$ cat config.mk
export PLATFORM = sky130hd
export DESIGN_NAME = perfMonitor
export DESIGN_NICKNAME = d
export VERILOG_FILES = /design/src/perfPkg.sv /design/src/coprocIf.sv /design/src/counterReadout.sv /design/src/eventCounter.sv /design/src/eventRouter.sv /design/src/perfMonitor.sv
export SDC_FILE = /design/constraint.sdc
export NUM_CORES = 1
export LEC_CHECK = 0
export BUFFER_PORTS_ARGS = -buffer_cell sky130_fd_sc_hd__buf_2
export CAP_MARGIN = 10
export CORE_ASPECT_RATIO = 1.1
export CORE_MARGIN = 10
export CORE_UTILIZATION = 36
export CTS_CLUSTER_DIAMETER = 80
export DETAILED_ROUTE_END_ITERATION = 8
export MAX_ROUTING_LAYER = met4
export PLACE_DENSITY = 0.63
export REMOVE_ABC_BUFFERS = 1
export SETUP_SLACK_MARGIN = 0.1
export SLEW_MARGIN = 20
export SYNTH_ARGS = -nofsm -noshare
export SYNTH_HDL_FRONTEND = slang
export SYNTH_SLANG_ARGS = --single-unit
$ cat constraint.sdc
create_clock -name SYSCLK -period 3.6 [get_ports SYSCLK]
set_clock_uncertainty 0.05 [all_clocks]
set_input_delay 0.72 -clock SYSCLK [delete_from_list [all_inputs] [get_ports SYSCLK]]
set_output_delay 0.72 -clock SYSCLK [all_outputs]
set_load 0.01 [all_outputs]
$ cat src/perfPkg.sv
package perfPkg;

  localparam int NUM_EVENTS = 7;

  // Event pulse positions on the events bus.
  localparam int EV_INST   = 0;
  localparam int EV_IMISS  = 1;
  localparam int EV_ISTALL = 2;
  localparam int EV_DMISS  = 3;
  localparam int EV_DSTALL = 4;
  localparam int EV_DLOAD  = 5;
  localparam int EV_DSTORE = 6;

  localparam int HALT_WIDTH = 6;

  localparam int HALT_IC_S   = 0;  // Icache halt, stage S.
  localparam int HALT_IW_S   = 1;
  localparam int HALT_DC_W   = 2;
  localparam int HALT_DC_M   = 3;
  localparam int HALT_DW_W   = 4;
  localparam int HALT_CBUS_W = 5;  // Coprocessor bus halt.

  localparam logic [5:0] OP_LB  = 6'h20;
  localparam logic [5:0] OP_LH  = 6'h21;
  localparam logic [5:0] OP_LW  = 6'h23;
  localparam logic [5:0] OP_LBU = 6'h24;
  localparam logic [5:0] OP_LHU = 6'h25;
  localparam logic [5:0] OP_SB  = 6'h28;
  localparam logic [5:0] OP_SH  = 6'h29;
  localparam logic [5:0] OP_SW  = 6'h2b;

  localparam logic [31:0] INSTR_NOP = 32'h0000_0000;  // sll r0,r0,0.

  typedef union packed {
    logic [31:0] raw;
    struct packed {
      logic [5:0]  opcode;
      logic [4:0]  rs;
      logic [4:0]  rt;
      logic [15:0] imm;
    } iType;
  } instrWord;

endpackage
$ cat src/coprocIf.sv
`timescale 1ns/1ps

module coprocIf (
  input  logic                            SYSCLK,
  input  logic                            rstN,
  input  logic [31:0]                     instIf,
  input  logic                            iStallIf,
  input  logic                            iMiss,
  input  logic                            dMiss,
  input  logic                            iVal,
  input  logic                            dVal,
  input  logic [perfPkg::HALT_WIDTH-1:0]  haltVec,
  output logic                            dLoad,
  output logic                            rHold,
  output logic [31:0]                     instSf,
  output logic [perfPkg::NUM_EVENTS-1:0]  events
);

  localparam logic [3:0] ST_RESET     = 4'b0001;
  localparam logic [3:0] ST_LOAD      = 4'b0010;
  localparam logic [3:0] ST_REQUEST   = 4'b0100;
  localparam logic [3:0] ST_FIRSTBEAT = 4'b1000;

  logic [3:0]        iState;
  logic [3:0]        iStateNext;
  logic [3:0]        dState;
  logic [3:0]        dStateNext;
  logic [31:0]       instNext;
  perfPkg::instrWord instSfR;
  logic              isLoad;
  logic              isStore;
  logic              issue;

  assign rHold  = |haltVec;
  assign instSf = instSfR.raw;
  assign issue  = ~(rHold | iStallIf);

  always_comb begin
    iStateNext = ST_LOAD;
    instNext   = instIf;
    case (iState)
      ST_RESET:
        instNext = rHold ? perfPkg::INSTR_NOP : instIf;
      ST_LOAD:
        if (iMiss) begin
          iStateNext = ST_REQUEST;
          instNext   = instSfR.raw;  // Hold until refill.
        end else if (rHold) begin
          instNext = instSfR.raw;
        end
      ST_REQUEST:
        if (iVal) begin
          iStateNext = ST_FIRSTBEAT;
        end else begin
          iStateNext = ST_REQUEST;
          instNext   = instSfR.raw;
        end
      ST_FIRSTBEAT:
        if (rHold) begin
          iStateNext = ST_FIRSTBEAT;
          instNext   = instSfR.raw;
        end
      default: ;
    endcase
    // fetch stall without a pipeline hold injects a bubble
    if (iStallIf && !rHold) begin
      iStateNext = ST_LOAD;
      instNext   = '0;
    end
  end

  always_comb begin
    dStateNext = ST_LOAD;
    dLoad      = 1'b0;
    case (dState)
      ST_LOAD:
        if (dMiss) dStateNext = ST_REQUEST;
      ST_REQUEST: begin
        dLoad      = 1'b1;  // Request to the data cache.
        dStateNext = dVal ? ST_FIRSTBEAT : ST_REQUEST;
      end
      ST_FIRSTBEAT:
        if (rHold) dStateNext = ST_FIRSTBEAT;
      default: ;
    endcase
  end

  always_comb begin
    isLoad  = 1'b0;
    isStore = 1'b0;
    case (instSfR.iType.opcode)
      perfPkg::OP_LB, perfPkg::OP_LBU,
      perfPkg::OP_LH, perfPkg::OP_LHU,
      perfPkg::OP_LW: isLoad = 1'b1;
      perfPkg::OP_SB, perfPkg::OP_SH,
      perfPkg::OP_SW: isStore = 1'b1;
      default: ;
    endcase
  end

  always_ff @(posedge SYSCLK) begin
    if (!rstN) begin
      instSfR.raw <= perfPkg::INSTR_NOP;
      iState      <= ST_RESET;
      dState      <= ST_RESET;
    end else begin
      instSfR.raw <= instNext;
      iState      <= iStateNext;
      dState      <= dStateNext;
    end
  end

  always_ff @(posedge SYSCLK) begin
    if (!rstN) begin
      events <= '0;
    end else begin
      events[perfPkg::EV_INST]   <= issue;
      events[perfPkg::EV_IMISS]  <= iMiss;
      events[perfPkg::EV_ISTALL] <= haltVec[perfPkg::HALT_IC_S] | haltVec[perfPkg::HALT_IW_S];
      events[perfPkg::EV_DMISS]  <= dMiss;
      events[perfPkg::EV_DSTALL] <= haltVec[perfPkg::HALT_DC_W] | haltVec[perfPkg::HALT_DC_M] |
                                    haltVec[perfPkg::HALT_DW_W] | haltVec[perfPkg::HALT_CBUS_W];
      events[perfPkg::EV_DLOAD]  <= isLoad & issue;
      events[perfPkg::EV_DSTORE] <= isStore & issue;
    end
  end

  aStateOneHot: assert property (@(posedge SYSCLK) disable iff (!rstN)
    $onehot(iState) && $onehot(dState))
    else $error("coprocIf state register not one-hot");

  aDLoadInRequest: assert property (@(posedge SYSCLK) disable iff (!rstN)
    dLoad |-> $past(dMiss) || ($past(dLoad) && !$past(dVal)))
    else $error("dLoad high without a pending data miss");

endmodule

$ cat src/counterReadout.sv
`timescale 1ns/1ps

module counterReadout #(
  parameter int NUM_COUNTERS = 4,
  parameter int COUNT_WIDTH  = 32
) (
  input  logic                                SYSCLK,
  input  logic                                rstN,
  input  logic [$clog2(NUM_COUNTERS):0]       rdAddr,
  input  logic [NUM_COUNTERS*COUNT_WIDTH-1:0] countBus,
  output logic [COUNT_WIDTH-1:0]              rdData
);

  logic [COUNT_WIDTH-1:0] rdNext;

  always_comb begin
    rdNext = '0;  // Out of range reads zero.
    for (int i = 0; i < NUM_COUNTERS; i++) begin
      if (rdAddr == i) rdNext = countBus[i*COUNT_WIDTH +: COUNT_WIDTH];
    end
  end

  always_ff @(posedge SYSCLK) begin
    if (!rstN) begin
      rdData <= '0;
    end else begin
      rdData <= rdNext;
    end
  end

  aRdAddrKnown: assert property (@(posedge SYSCLK) disable iff (!rstN)
    !$isunknown(rdAddr))
    else $error("rdAddr has unknown bits");

endmodule

$ cat src/eventCounter.sv
`timescale 1ns/1ps

module eventCounter #(
  parameter int COUNT_WIDTH = 32
) (
  input  logic                   SYSCLK,
  input  logic                   rstN,
  input  logic                   clr,
  input  logic                   inc,
  output logic [COUNT_WIDTH-1:0] count
);

  always_ff @(posedge SYSCLK) begin
    if (!rstN) begin
      count <= '0;
    end else if (clr) begin
      count <= '0;  // Clear beats increment.
    end else if (inc) begin
      count <= count + 1'b1;  // Wraps.
    end
  end

  aClearZero: assert property (@(posedge SYSCLK) disable iff (!rstN)
    clr |=> count == '0)
    else $error("count not zero after clear");

endmodule

$ cat src/eventRouter.sv
`timescale 1ns/1ps

module eventRouter #(
  parameter int NUM_COUNTERS = 4
) (
  input  logic                            SYSCLK,
  input  logic                            rstN,
  input  logic                            cfgWr,
  input  logic [$clog2(NUM_COUNTERS):0]   cfgAddr,
  input  logic [2:0]                      cfgSel,
  input  logic [perfPkg::NUM_EVENTS-1:0]  events,
  output logic [NUM_COUNTERS-1:0]         cntInc
);

  logic [2:0] selR [NUM_COUNTERS];

  always_ff @(posedge SYSCLK) begin
    if (!rstN) begin
      for (int i = 0; i < NUM_COUNTERS; i++) begin
        selR[i] <= '0;
      end
    end else if (cfgWr) begin
      for (int i = 0; i < NUM_COUNTERS; i++) begin
        if (cfgAddr == i) selR[i] <= cfgSel;
      end
    end
  end

  // Select 7 routes nothing.
  always_comb begin
    for (int i = 0; i < NUM_COUNTERS; i++) begin
      if (selR[i] < perfPkg::NUM_EVENTS) begin
        cntInc[i] = events[selR[i]];
      end else begin
        cntInc[i] = 1'b0;
      end
    end
  end

  aCfgAddrRange: assert property (@(posedge SYSCLK) disable iff (!rstN)
    cfgWr |-> cfgAddr < NUM_COUNTERS)
    else $error("cfgWr to counter %0d out of range", cfgAddr);

endmodule

$ cat src/perfMonitor.sv
`timescale 1ns/1ps

module perfMonitor #(
  parameter int NUM_COUNTERS = 4,
  parameter int COUNT_WIDTH  = 32
) (
  input  logic                            SYSCLK,
  input  logic                            rstN,
  input  logic [31:0]                     instIf,
  input  logic                            iStallIf,
  input  logic                            iMiss,
  input  logic                            dMiss,
  input  logic                            iVal,
  input  logic                            dVal,
  input  logic [perfPkg::HALT_WIDTH-1:0]  haltVec,
  input  logic                            cfgWr,
  input  logic [$clog2(NUM_COUNTERS):0]   cfgAddr,
  input  logic [2:0]                      cfgSel,
  input  logic [NUM_COUNTERS-1:0]         cntClr,
  input  logic [$clog2(NUM_COUNTERS):0]   rdAddr,
  output logic                            dLoad,
  output logic                            rHold,
  output logic [31:0]                     instSf,
  output logic [COUNT_WIDTH-1:0]          rdData
);

  logic [perfPkg::NUM_EVENTS-1:0]    events;
  logic [NUM_COUNTERS-1:0]           cntInc;
  logic [NUM_COUNTERS*COUNT_WIDTH-1:0] countBus;

  coprocIf uCoprocIf (
    .SYSCLK(SYSCLK), .rstN(rstN), .instIf(instIf), .iStallIf(iStallIf),
    .iMiss(iMiss), .dMiss(dMiss), .iVal(iVal), .dVal(dVal), .haltVec(haltVec),
    .dLoad(dLoad), .rHold(rHold), .instSf(instSf), .events(events)
  );

  eventRouter #(.NUM_COUNTERS(NUM_COUNTERS)) uEventRouter (
    .SYSCLK(SYSCLK), .rstN(rstN), .cfgWr(cfgWr), .cfgAddr(cfgAddr),
    .cfgSel(cfgSel), .events(events), .cntInc(cntInc)
  );

  for (genvar g = 0; g < NUM_COUNTERS; g++) begin : gCounter
    eventCounter #(.COUNT_WIDTH(COUNT_WIDTH)) uEventCounter (
      .SYSCLK(SYSCLK), .rstN(rstN), .clr(cntClr[g]), .inc(cntInc[g]),
      .count(countBus[g*COUNT_WIDTH +: COUNT_WIDTH])
    );
  end

  counterReadout #(
    .NUM_COUNTERS(NUM_COUNTERS),
    .COUNT_WIDTH(COUNT_WIDTH)
  ) uCounterReadout (
    .SYSCLK(SYSCLK), .rstN(rstN), .rdAddr(rdAddr),
    .countBus(countBus), .rdData(rdData)
  );

endmodule

# Word-level counts from Yosys, hierarchy flattened
# Memory sizes are Yosys's and may differ from the RTL's.
# Index checks and enable logic that the tools add are counted.
# totals
ff_bits	207
ram_bits	12
inputBits	59
out_inout_bits	66
word_cells	125
mem_count	1
# mem_list
name	depth	word_bits	read_ports	rd_ports_with_merged_regs	wr	line_no	source
uEventRouter.selR	4	3	4	0	4	eventRouter.sv:15	logic [2:0] selR [NUM_COUNTERS];
# classes
add_sub_neg	4
n_lt_le_gt_ge	8
eq_ne	23
muxes	53
n_bitwise	13
n_reduce_logical	13
# ops
op	n
$mux 32	8
$add 32x1->32 const B	4
$pmux 32 s4	1
$eq 6x6->1 const B	8
$mux 1	28
$pmux 4 s3	2
$mux 3	6
$lt 3x4->1 const B	4
$bmux 1 s3	4
$eq 3x2->1 const B	4
$lt 3x3->1 const B	4
$mux 4	3
$reduce_or 2->1	5
$or 1x1->1	9
$eq 4x2->1 const B	2
$eq 4x3->1 const B	2
$eq 4x4->1 const B	2
$eq 3x1->1 const B	2
$logic_not 3->1	2
$reduce_or 6->1	1
$reduce_or 5->1	1
$eq 4x1->1 const B	1
$ne 2x2->1 const B	2
$reduce_or 3->1	1
other kinds (6)	8

# Logic depth before layout (Yosys ltp)
# Gate-level depths: netlist of the first run.
# logic_depth
depth_word	6
mapped_depth	8
mapped_depth_nobuf	6

# Cells and area by module
# From an unflattened synthesis of the first run, not the netlist that was laid out.
# unflattened
hier_cells	1153
area_unflattened_um2	11016.8
# by_module_without_submodules
module	n_inst	cells_per_inst	area_per_inst_um2	seq_area_each_um2
eventCounter	4	178	1552.7	640.6
counterReadout	1	180	2114.5	640.6
coprocIf	1	204	1969.4	920.9
eventRouter	1	57	721.9	360.3

# Worst setup path after synthesis of the first run
# No wires, ideal clock.
# synth_path
path_kind	input to output
from	input haltVec[3] in the netlist's numbering
to	output rHold
arrival_ns	1.556
required_time_ns	2.830
path_slack_ns	1.274
cell_stages	4
n_path_buf	1
path_cell_list	nor4_1 > and2_1 > clkbuf_1 > inv_1
# synth_via
elab_chain_cells	1
# synth_lines
item	line_no	source
start: declaration	perfMonitor.sv:15	input logic [perfPkg::HALT_WIDTH-1:0] haltVec,
$reduce_or 6->1	coprocIf.sv:34	assign rHold = |haltVec;
end: declaration	perfMonitor.sv:22	output logic rHold,
# No other way between the ends.

# Worst setup path in the final report of the first run
# Ends and elaborated chain as after synthesis.

==> impl_metrics.yaml, run 1 <==
pwr:
  leakagePower_uw: 0.00411
  powerDensity_nw_per_um2: 460
  ir_drop_v: 0.000344
worst_setup_path:
  end_kind: "output pin"
  worst_path_dominant_cell_family: "simple AND/OR/NAND/NOR gates"
  slowest_stage: "nor4_1"
  cp-start-kind: "input pin"
  crit_fanout: 6
  slowest_delay_ns: 0.58
  cp.required_ns: 2.83
  crit_type: "in2out"
  crit_chain: "buf_2, nor4_1, and2_1, inv_1, buf_2"
  critPathBufInv: 3
  cp.arrival_ns: 2.05
  crit_top_cell: "buf_2"
drt:
  first_pass_iters: 5
  drc: 0
  num_vias: 9406
  dr.first_iter.drc_count: 786
  ant_nets: 0
  routed_wl_um: 29200
  wire_per_inst_um: 17.5
  vias_per_cell: 5.64
clock_network:
  clock_path_buffers: 3
  ctsHoldBuffers: 0
  cts_root_buf: "clkbuf_16"
  cts_tree: "built"
  worst_skew_pair.late_latency_ns: 0.53
  cts_setup_buffers: 0
  htree_levels: 1
  clkTransAtPathRegs_ns: 0.05
  cts.sinks: 218
  post_cts_resized: 0
  cts_made_buffers: 25
grt:
  antenna_found_initial: 0
  grt_pass1_wl_um: 47100
  grt_pass1_vias: 9016
  grt-ovfl-total: 0
  grt_use_total_pct: 16.0
  grt_max_degree: 35
sta:
  drv_slew: 0
  finalSetupViolations: 0
  relSlewSlack_pct: 34.1
  max_freq_ghz: 0.355
  fin_crit_ns: 2.82
  tightestPinTransition_ns: 0.980
  fin_crit_sh_pct: 78.3
  holdWs_ns: 0.365
  rsz0062_at_grt: "false"
  hold_viol_final: 0
  tns_ns: 0
floorplan:
  rows: 64
  die_area_um2: 35600
  io_pins: 125
  start_util_pct: 36.6
  fp.dieW_um: 181
  core_area_um2: 27900
  die_height_um: 197
run:
  drv_cap: 0
synth:
  ys_seq_area_share_pct: 43.8
  async_flop_share_pct: 0
  yosysTopAreaCellShare_pct: 40.3
  ys.flop_type: "dfxtp_1"
  yosys.area_share.adder_pct: 0.489
  ys_types: 56
  netlist_area_um2: 10200
  synth-xor-area-share_pct: 3.68
  synth_top_family_by_area: "simple AND/OR/NAND/NOR gates"
  synth-compound-area-share_pct: 17.9
  yosys-top-cells-area: "dfxtp_1 (40%), a21oi_1 (5.7%), a22oi_1 (4.8%)"
  ys_seq_elements: 218
  synth_top_area_cell: "dfxtp_1"
  synthCells: 1180
  yosys_warnings: 0
  syn_avg_cell_area_um2: 8.68
  synth_edf_count: 12
  synth.area.mux_share_pct: 4.41
  synthSimpleGateAreaFrac_pct: 26.4
status:
  outcome: "completed"
finish:
  area_growth_pct: 18.3
  final_cell_mix: "dfxtp_1 (206), buf_2 (124), a21oi_1 (115)"
  nNetsFinal: 1351
  final_layout_size_suffix_gt1_share_pct: 15.7
  diodes: 0
  layout_commonest_cell: "dfxtp_1"
placed_design:
  gp_congestion: 0.871
  dp_hpwl_um: 21000
  port_buffers: 124
min_path:
  hold_class: "in2reg"
-- registers in the layout, indices dropped and copies added (netlist names) --
| name | flops |
|---|---|
| uCoprocIf.instSf | 32 |
| uCounterReadout.rdData | 32 |
| uEventRouter.selR | 12 |
| gCounter.uEventCounter.count | 128 |
| uCoprocIf.iState | 3 |
| uCoprocIf.events | 7 |
| uCoprocIf.dState | 4 |
-- layout make-up --
cell class / instances / area [um2]
repair buffers: 144 / 771
inverters: 24 / 90.1
well taps: 363 / 454
clock inverters: 8 / 141
clock buffers: 36 / 727
fillers: 2782 / 15800
multi-input cells: 875 / 5450
flip-flops and latches: 218 / 4480
-- synthesized netlist by cell type, types with 2 or more instances --
library cell and count:
o211ai_1 4, nor3_1 11, and3_1 13, and2_1 23, a22oi_1 66, or4b_2 2, nand4_2 3, buf_1 2
a31oi_1 2, clkbuf_1 53, dfxtp_1 206, edfxtp_1 12, nor2b_1 37, nand4_1 61, or3_2 3, ha_1 4
a21oi_1 116, nor2_1 103, inv_1 23, mux2i_1 44, a211oi_1 3, o31ai_1 33, nor4b_1 2, and3b_1 2
or3_1 42, o221ai_2 2, xor2_1 30, nor3b_1 5, xnor2_1 13, o21ai_0 54, and4_1 6, nand2b_1 9
or4_1 38, nand2_1 66, nand3_1 47, nor4_1 14, buf_2 7
-- routing by layer --
metal	vias up	share of wire [%]	global-route usage, %	routed length, um
met4	0	3.0	4.68	864
li1	4598	-	-	-
met2	299	45	24.8	13200
met3	52	6.4	3.43	1860
met5	-	0	-	0
met1	4457	45	20.7	13300
-- through the flow --
stage                     cells  power (uW)  util (%)  instance area (um2)  setup WS (ns)
after floorplan            1117        2790         -                 9990         -0.591
after global placement     1624        2940      40.2                11200          0.895
after detailed placement   1624        2950      40.2                11200          0.804
after CTS                  1668        5620      43.4                12100          0.796
after global routing       1668        5770      43.4                12100          0.622
final                      1668        5570      43.4                12100          0.781
-- path summary, 6_finish.rpt --
check	start	endpoint	slack, ns	depth (start not counted)
worst max-delay path	haltVec[3]	rHold	0.78	5
worst min-delay path	iStallIf	uCoprocIf.events[0]	0.36	2
worst max register to register	uEventRouter.selR[1][0]	gCounter[1].uEventCounter.count[31]	0.87	5
worst min register to register	uCoprocIf.dState[3]	uCoprocIf.dState[2]	0.41	1
-- report_power, final --
part           leakage (uW)  internal (uW)  total (uW)  switching (uW)
logic               0.00190            141         367             226
registers           0.00178           2480        2530            45.9
clock network      0.000423           1680        2680            1000
total               0.00411           4300        5570            1270
-- logic make-up (layout without fill, tap and decap cells) --
family | after synthesis | in the layout
simple gates | 492 | 492
flops | 218 | 218
buf+inv | 87 | 212
compound gates | 291 | 291
fa+ha+maj | 4 | 4
xor+xnor | 43 | 43
mux | 45 | 45
(Power assumes the default switching activity.)
==> run 2, diff against run 1 <==
PLACE_DENSITY = 0.65   (was 0.63)
clock period = 2.4 ns   (was 3.6 ns; I/O delays follow)
==> run 2 against run 1 <==
Against the previous run:
- first-iteration DRC count down 5.1%
- combinational power up 65%
- via count up 2.0%
- die area unchanged
- largest cell class unchanged
- largest power group unchanged
- highest routed layer unchanged
==> impl_metrics.yaml, run 2 (same netlist as run 1, synthesis figures left out) <==
pwr:
  powerDensity_nw_per_um2: 668
  leakagePower_uw: 0.00436
  p_sw_uw: 1950
  swShare_pct: 23.0
  p_comb_share_pct: 7.2
  seqPwrFrac_pct: 44.9
  p_int_uw: 6490
  ir_drop_v: 0.000588
  pwr-share-clk_pct: 48.0
sta:
  fin_crit_ns: 2.30
  max_freq_ghz: 0.435
  hold_viol_final: 0
  drv_slew: 0
  setup_slack_ns: 0.101
  relSlewSlack_pct: 61.1
  finalSetupViolations: 0
  tns_ns: 0
  tightestPinTransition_ns: 0.584
  rsz0062_at_grt: "true"
  fin_crit_sh_pct: 95.8
grt:
  grt_max_degree: 34
  grt_pass1_vias: 9015
  grt_use_total_pct: 16.1
  grt-ovfl-total: 0
  antenna_found_initial: 0
  grt_pass1_wl_um: 47600
worst_setup_path:
  critPathBufInv: 0
  crit_cells: 5
  cp.required_ns: 2.81
  end_kind: "register"
  crit_chain: "mux2i_1, o221ai_4, nand4_1, or3_2, a21oi_1"
  reg2reg_depth: 5
  cp-start-kind: "register"
  cp.arrival_ns: 2.71
  crit_type: "reg2reg"
  worst_path_dominant_cell_family: "simple AND/OR/NAND/NOR gates"
  slowest_stage: "edfxtp_1"
  crit_fanout: 8
  slowest_delay_ns: 0.53
finish:
  layout_commonest_cell: "dfxtp_1"
  final_layout_size_suffix_gt1_share_pct: 19.7
  nNetsFinal: 1399
  max_flop_register: "gCounter.uEventCounter.count"
  diodes: 0
  finalNonFillerCells: 1717
  area_growth_pct: 23.4
  final_cell_mix: "dfxtp_1 (203), buf_2 (124), a21oi_1 (115)"
  largest_register_ff_count: 128
  fin_util_pct: 45.2
floorplan:
  die_height_um: 197
  core_area_um2: 27900
  rows: 64
  fp.dieW_um: 181
  start_util_pct: 36.6
  io_pins: 125
  die_area_um2: 35600
clock_network:
  cts_tree: "built"
  clock_path_buffers: 3
  cts.sinks: 218
  cts_made_buffers: 24
  cts_root_buf: "clkbuf_16"
  clkTransAtPathRegs_ns: 0.06
  htree_levels: 1
  worst_skew_pair.late_latency_ns: 0.52
  ctsHoldBuffers: 0
drt:
  routed_wl_um: 30000
  dr.first_iter.drc_count: 746
  first_pass_iters: 5
  ant_nets: 0
  num_vias: 9593
  vias_per_cell: 5.59
  wire_per_inst_um: 17.5
  drc: 0
status:
  outcome: "completed"
placed_design:
  gp_congestion: 0.896
  dp.cells: 1663
  port_buffers: 124
  pre_cts_ws_ns: 0.0884
  dp_hpwl_um: 21500
min_path:
  hold_class: "in2reg"
  min_delay_path_depth: 2
run:
  drv_cap: 0
[run 2: worst paths after layout]
kind	from	to	slack (ns)
max reg2reg	uEventRouter.selR[1][2]	gCounter[1].uEventCounter.count[20]	0.10
min reg2reg	gCounter[2].uEventCounter.count[31]	gCounter[2].uEventCounter.count[31]	0.43
max	uEventRouter.selR[1][2]	gCounter[1].uEventCounter.count[20]	0.10
min	iStallIf	uCoprocIf.events[0]	0.13
[run 2: final cells by class]
type / count / area (um2)
inverter: 24 / 90.1
sequential: 218 / 4490
fill: 2666 / 15300
tap: 363 / 454
multi-input combinational: 876 / 5530
clock inverter: 13 / 193
clock buffer: 31 / 678
timing repair buffer: 192 / 1190
[run 2: per-stage QoR]
stage / area, um2 / total power, uW / hold WS [ns]
after global routing: 12600 / 8700 / 0.132
after floorplan: 9990 / 4190 / 0.380
final: 12600 / 8440 / 0.132
after detailed placement: 11600 / 4450 / 0.416
after global placement: 11600 / 4440 / 0.396
after CTS: 12500 / 8500 / 0.111
[run 2: what timing repair did]
action | in CTS | in global routing
endpoints found under the setup margin | 4 | 28
buffers inserted | 0 | 9
cloned | 0 | 1
pin swaps | 0 | 9
gates resized for setup | 1 | 13
[run 2: power groups by stage]
stage               clock (uW)  sequential (uW)  combinational [uW]
floorplan                    0             3870                 315
global placement             0             3860                 576
finish                    4050             3790                 605
detailed placement           0             3860                 582
CTS                       4130             3780                 586
global route              4240             3790                 664
[run 2: worst register-to-register path, stage by stage (launching register included)]
cell and delay [ns]:
edfxtp_1 0.53, mux2i_1 0.24, o221ai_4 0.36, nand4_1 0.40
or3_2 0.53, a21oi_1 0.14
[run 2: metal layers]
layer / track usage (%) / wire [um] / vias to the layer above
met1: 20.8 / 13800 / 4578
met5: - / 0 / -
met4: 3.37 / 588 / 0
li1: - / - / 4696
met3: 3.33 / 1880 / 39
met2: 25.6 / 13700 / 280
==> run 3, diff against run 2 <==
PLACE_DENSITY = 0.63   (was 0.65)
clock period = 2.5 ns   (was 2.4 ns; I/O delays follow)
==> run 3 against run 2 <==
Against the previous run:
- via count increased by 0.20%
- hold slack improved by 0.013 ns
- design area is 1.4% lower
- flip-flop and latch count did not move
- combinational power fell by 6.4%
- utilization shrank 0.62 points
- first-iteration DRC count down 16%
- sequential power down 4%
- highest routed layer unchanged
==> impl_metrics.yaml, run 3 (same netlist as run 1, synthesis figures left out) <==
clock_network:
  worst_skew_pair.late_latency_ns: 0.52
  cts.sinks: 218
  cts_made_buffers: 24
  cts_root_buf: "clkbuf_16"
  ctsHoldBuffers: 0
  clock_path_buffers: 3
  cts_tree: "built"
  htree_levels: 1
  clkTransAtPathRegs_ns: 0.06
grt:
  grt_max_degree: 35
  grt_pass1_wl_um: 47900
  grt-ovfl-total: 0
  antenna_found_initial: 0
  grt_pass1_vias: 9073
  grt_use_total_pct: 16.4
worst_setup_path:
  cp-start-kind: "register"
  end_kind: "register"
  crit_fanout: 16
  cp.arrival_ns: 2.69
  crit_type: "reg2reg"
  cp.required_ns: 2.91
status:
  outcome: "completed"
finish:
  largest_register_ff_count: 128
  layout_commonest_cell: "dfxtp_1"
  nNetsFinal: 1386
  diodes: 0
  max_flop_register: "gCounter.uEventCounter.count"
  final_cell_mix: "dfxtp_1 (206), buf_2 (124), a21oi_1 (115)"
  fin_util_pct: 44.6
  area_growth_pct: 21.7
  finalNonFillerCells: 1704
  final_layout_size_suffix_gt1_share_pct: 18.2
run:
  drv_cap: 0
sta:
  finalSetupViolations: 0
  rsz0062_at_grt: "true"
  fin_crit_ns: 2.28
  tightestPinTransition_ns: 0.658
  fin_crit_sh_pct: 91.3
  hold_viol_final: 0
  holdWs_ns: 0.146
  max_freq_ghz: 0.438
  drv_slew: 0
  tns_ns: 0
  relSlewSlack_pct: 55.8
floorplan:
  io_pins: 125
  start_util_pct: 36.6
  fp.dieW_um: 181
  rows: 64
  die_height_um: 197
  core_area_um2: 27900
  die_area_um2: 35600
drt:
  first_pass_iters: 8
  wire_per_inst_um: 17.8
  ant_nets: 0
  vias_per_cell: 5.64
  drc: 0
  routed_wl_um: 30300
  num_vias: 9612
  dr.first_iter.drc_count: 626
placed_design:
  gp_congestion: 0.864
  dp_hpwl_um: 21800
  dp.cells: 1656
  port_buffers: 124
pwr:
  leakagePower_uw: 0.00431
  power_uw: 8180
  powerDensity_nw_per_um2: 656
  ir_drop_v: 0.000542
min_path:
  hold_class: "in2reg"
## run 3: cell types whose count changed in the layout (fill, tap and decap cells not counted), sizes merged
cell and change:
clkinvlp +1, clkbuf +2, buf -12, clkinv -3, nand4 -1
## run 3: cell type report
| class | count | area [um2] |
|---|---|---|
| fill | 2701 | 15500 |
| multi-input combinational | 875 | 5460 |
| sequential | 218 | 4480 |
| timing repair buffer | 180 | 1070 |
| clock buffer | 33 | 716 |
| tap | 363 | 454 |
| clock inverter | 11 | 184 |
| inverter | 24 | 90.1 |
## run 3: timing repair
| action | 4_1_cts | 5_1_grt |
|---|---|---|
| resized for setup | 0 | 2 |
| endpoints found under the setup margin | 0 | 13 |
| buffers inserted | 0 | 4 |
## run 3: path summary, 6_finish.rpt
check / startpoint / to / slack (ns) / cells after the start
worst max register to register: uEventRouter.selR[1][0] / gCounter[1].uEventCounter.count[31] / 0.22 / 6
worst min-delay path: iStallIf / uCoprocIf.events[0] / 0.15 / 2
worst min register to register: uCoprocIf.dState[3] / uCoprocIf.dState[2] / 0.42 / 1
worst max-delay path: uEventRouter.selR[1][0] / gCounter[1].uEventCounter.count[31] / 0.22 / 6
## run 3: stage by stage
| step | worst slack [ns] | instance area, um2 |
|---|---|---|
| floorplan | -1.47 | 9990 |
| global placement | 0.212 | 11500 |
| detailed placement | 0.147 | 11500 |
| CTS | 0.143 | 12400 |
| global route | 0.0825 | 12500 |
| finish | 0.217 | 12500 |
## run 3: per-layer routing
layer	GRT usage, %	wire length [um]	vias up
li1	-	-	4665
met1	21.0	13900	4531
met2	25.9	13600	351
met3	3.57	2210	65
met4	4.07	677	0
met5	-	0	-
## run 3: critical path: stages (launching register included)
cell      delay, ns
edfxtp_1       0.44
buf_4          0.19
mux2i_1        0.15
a211oi_1       0.41
nand4_4        0.29
or4_1          0.55
a21oi_1        0.15
## run 3: power breakdown
part           switching (uW)  internal [uW]  total (uW)
clock                    1460           2510        3970
sequential               63.0           3570        3640
combinational             340            226         566
total                    1870           6310        8180
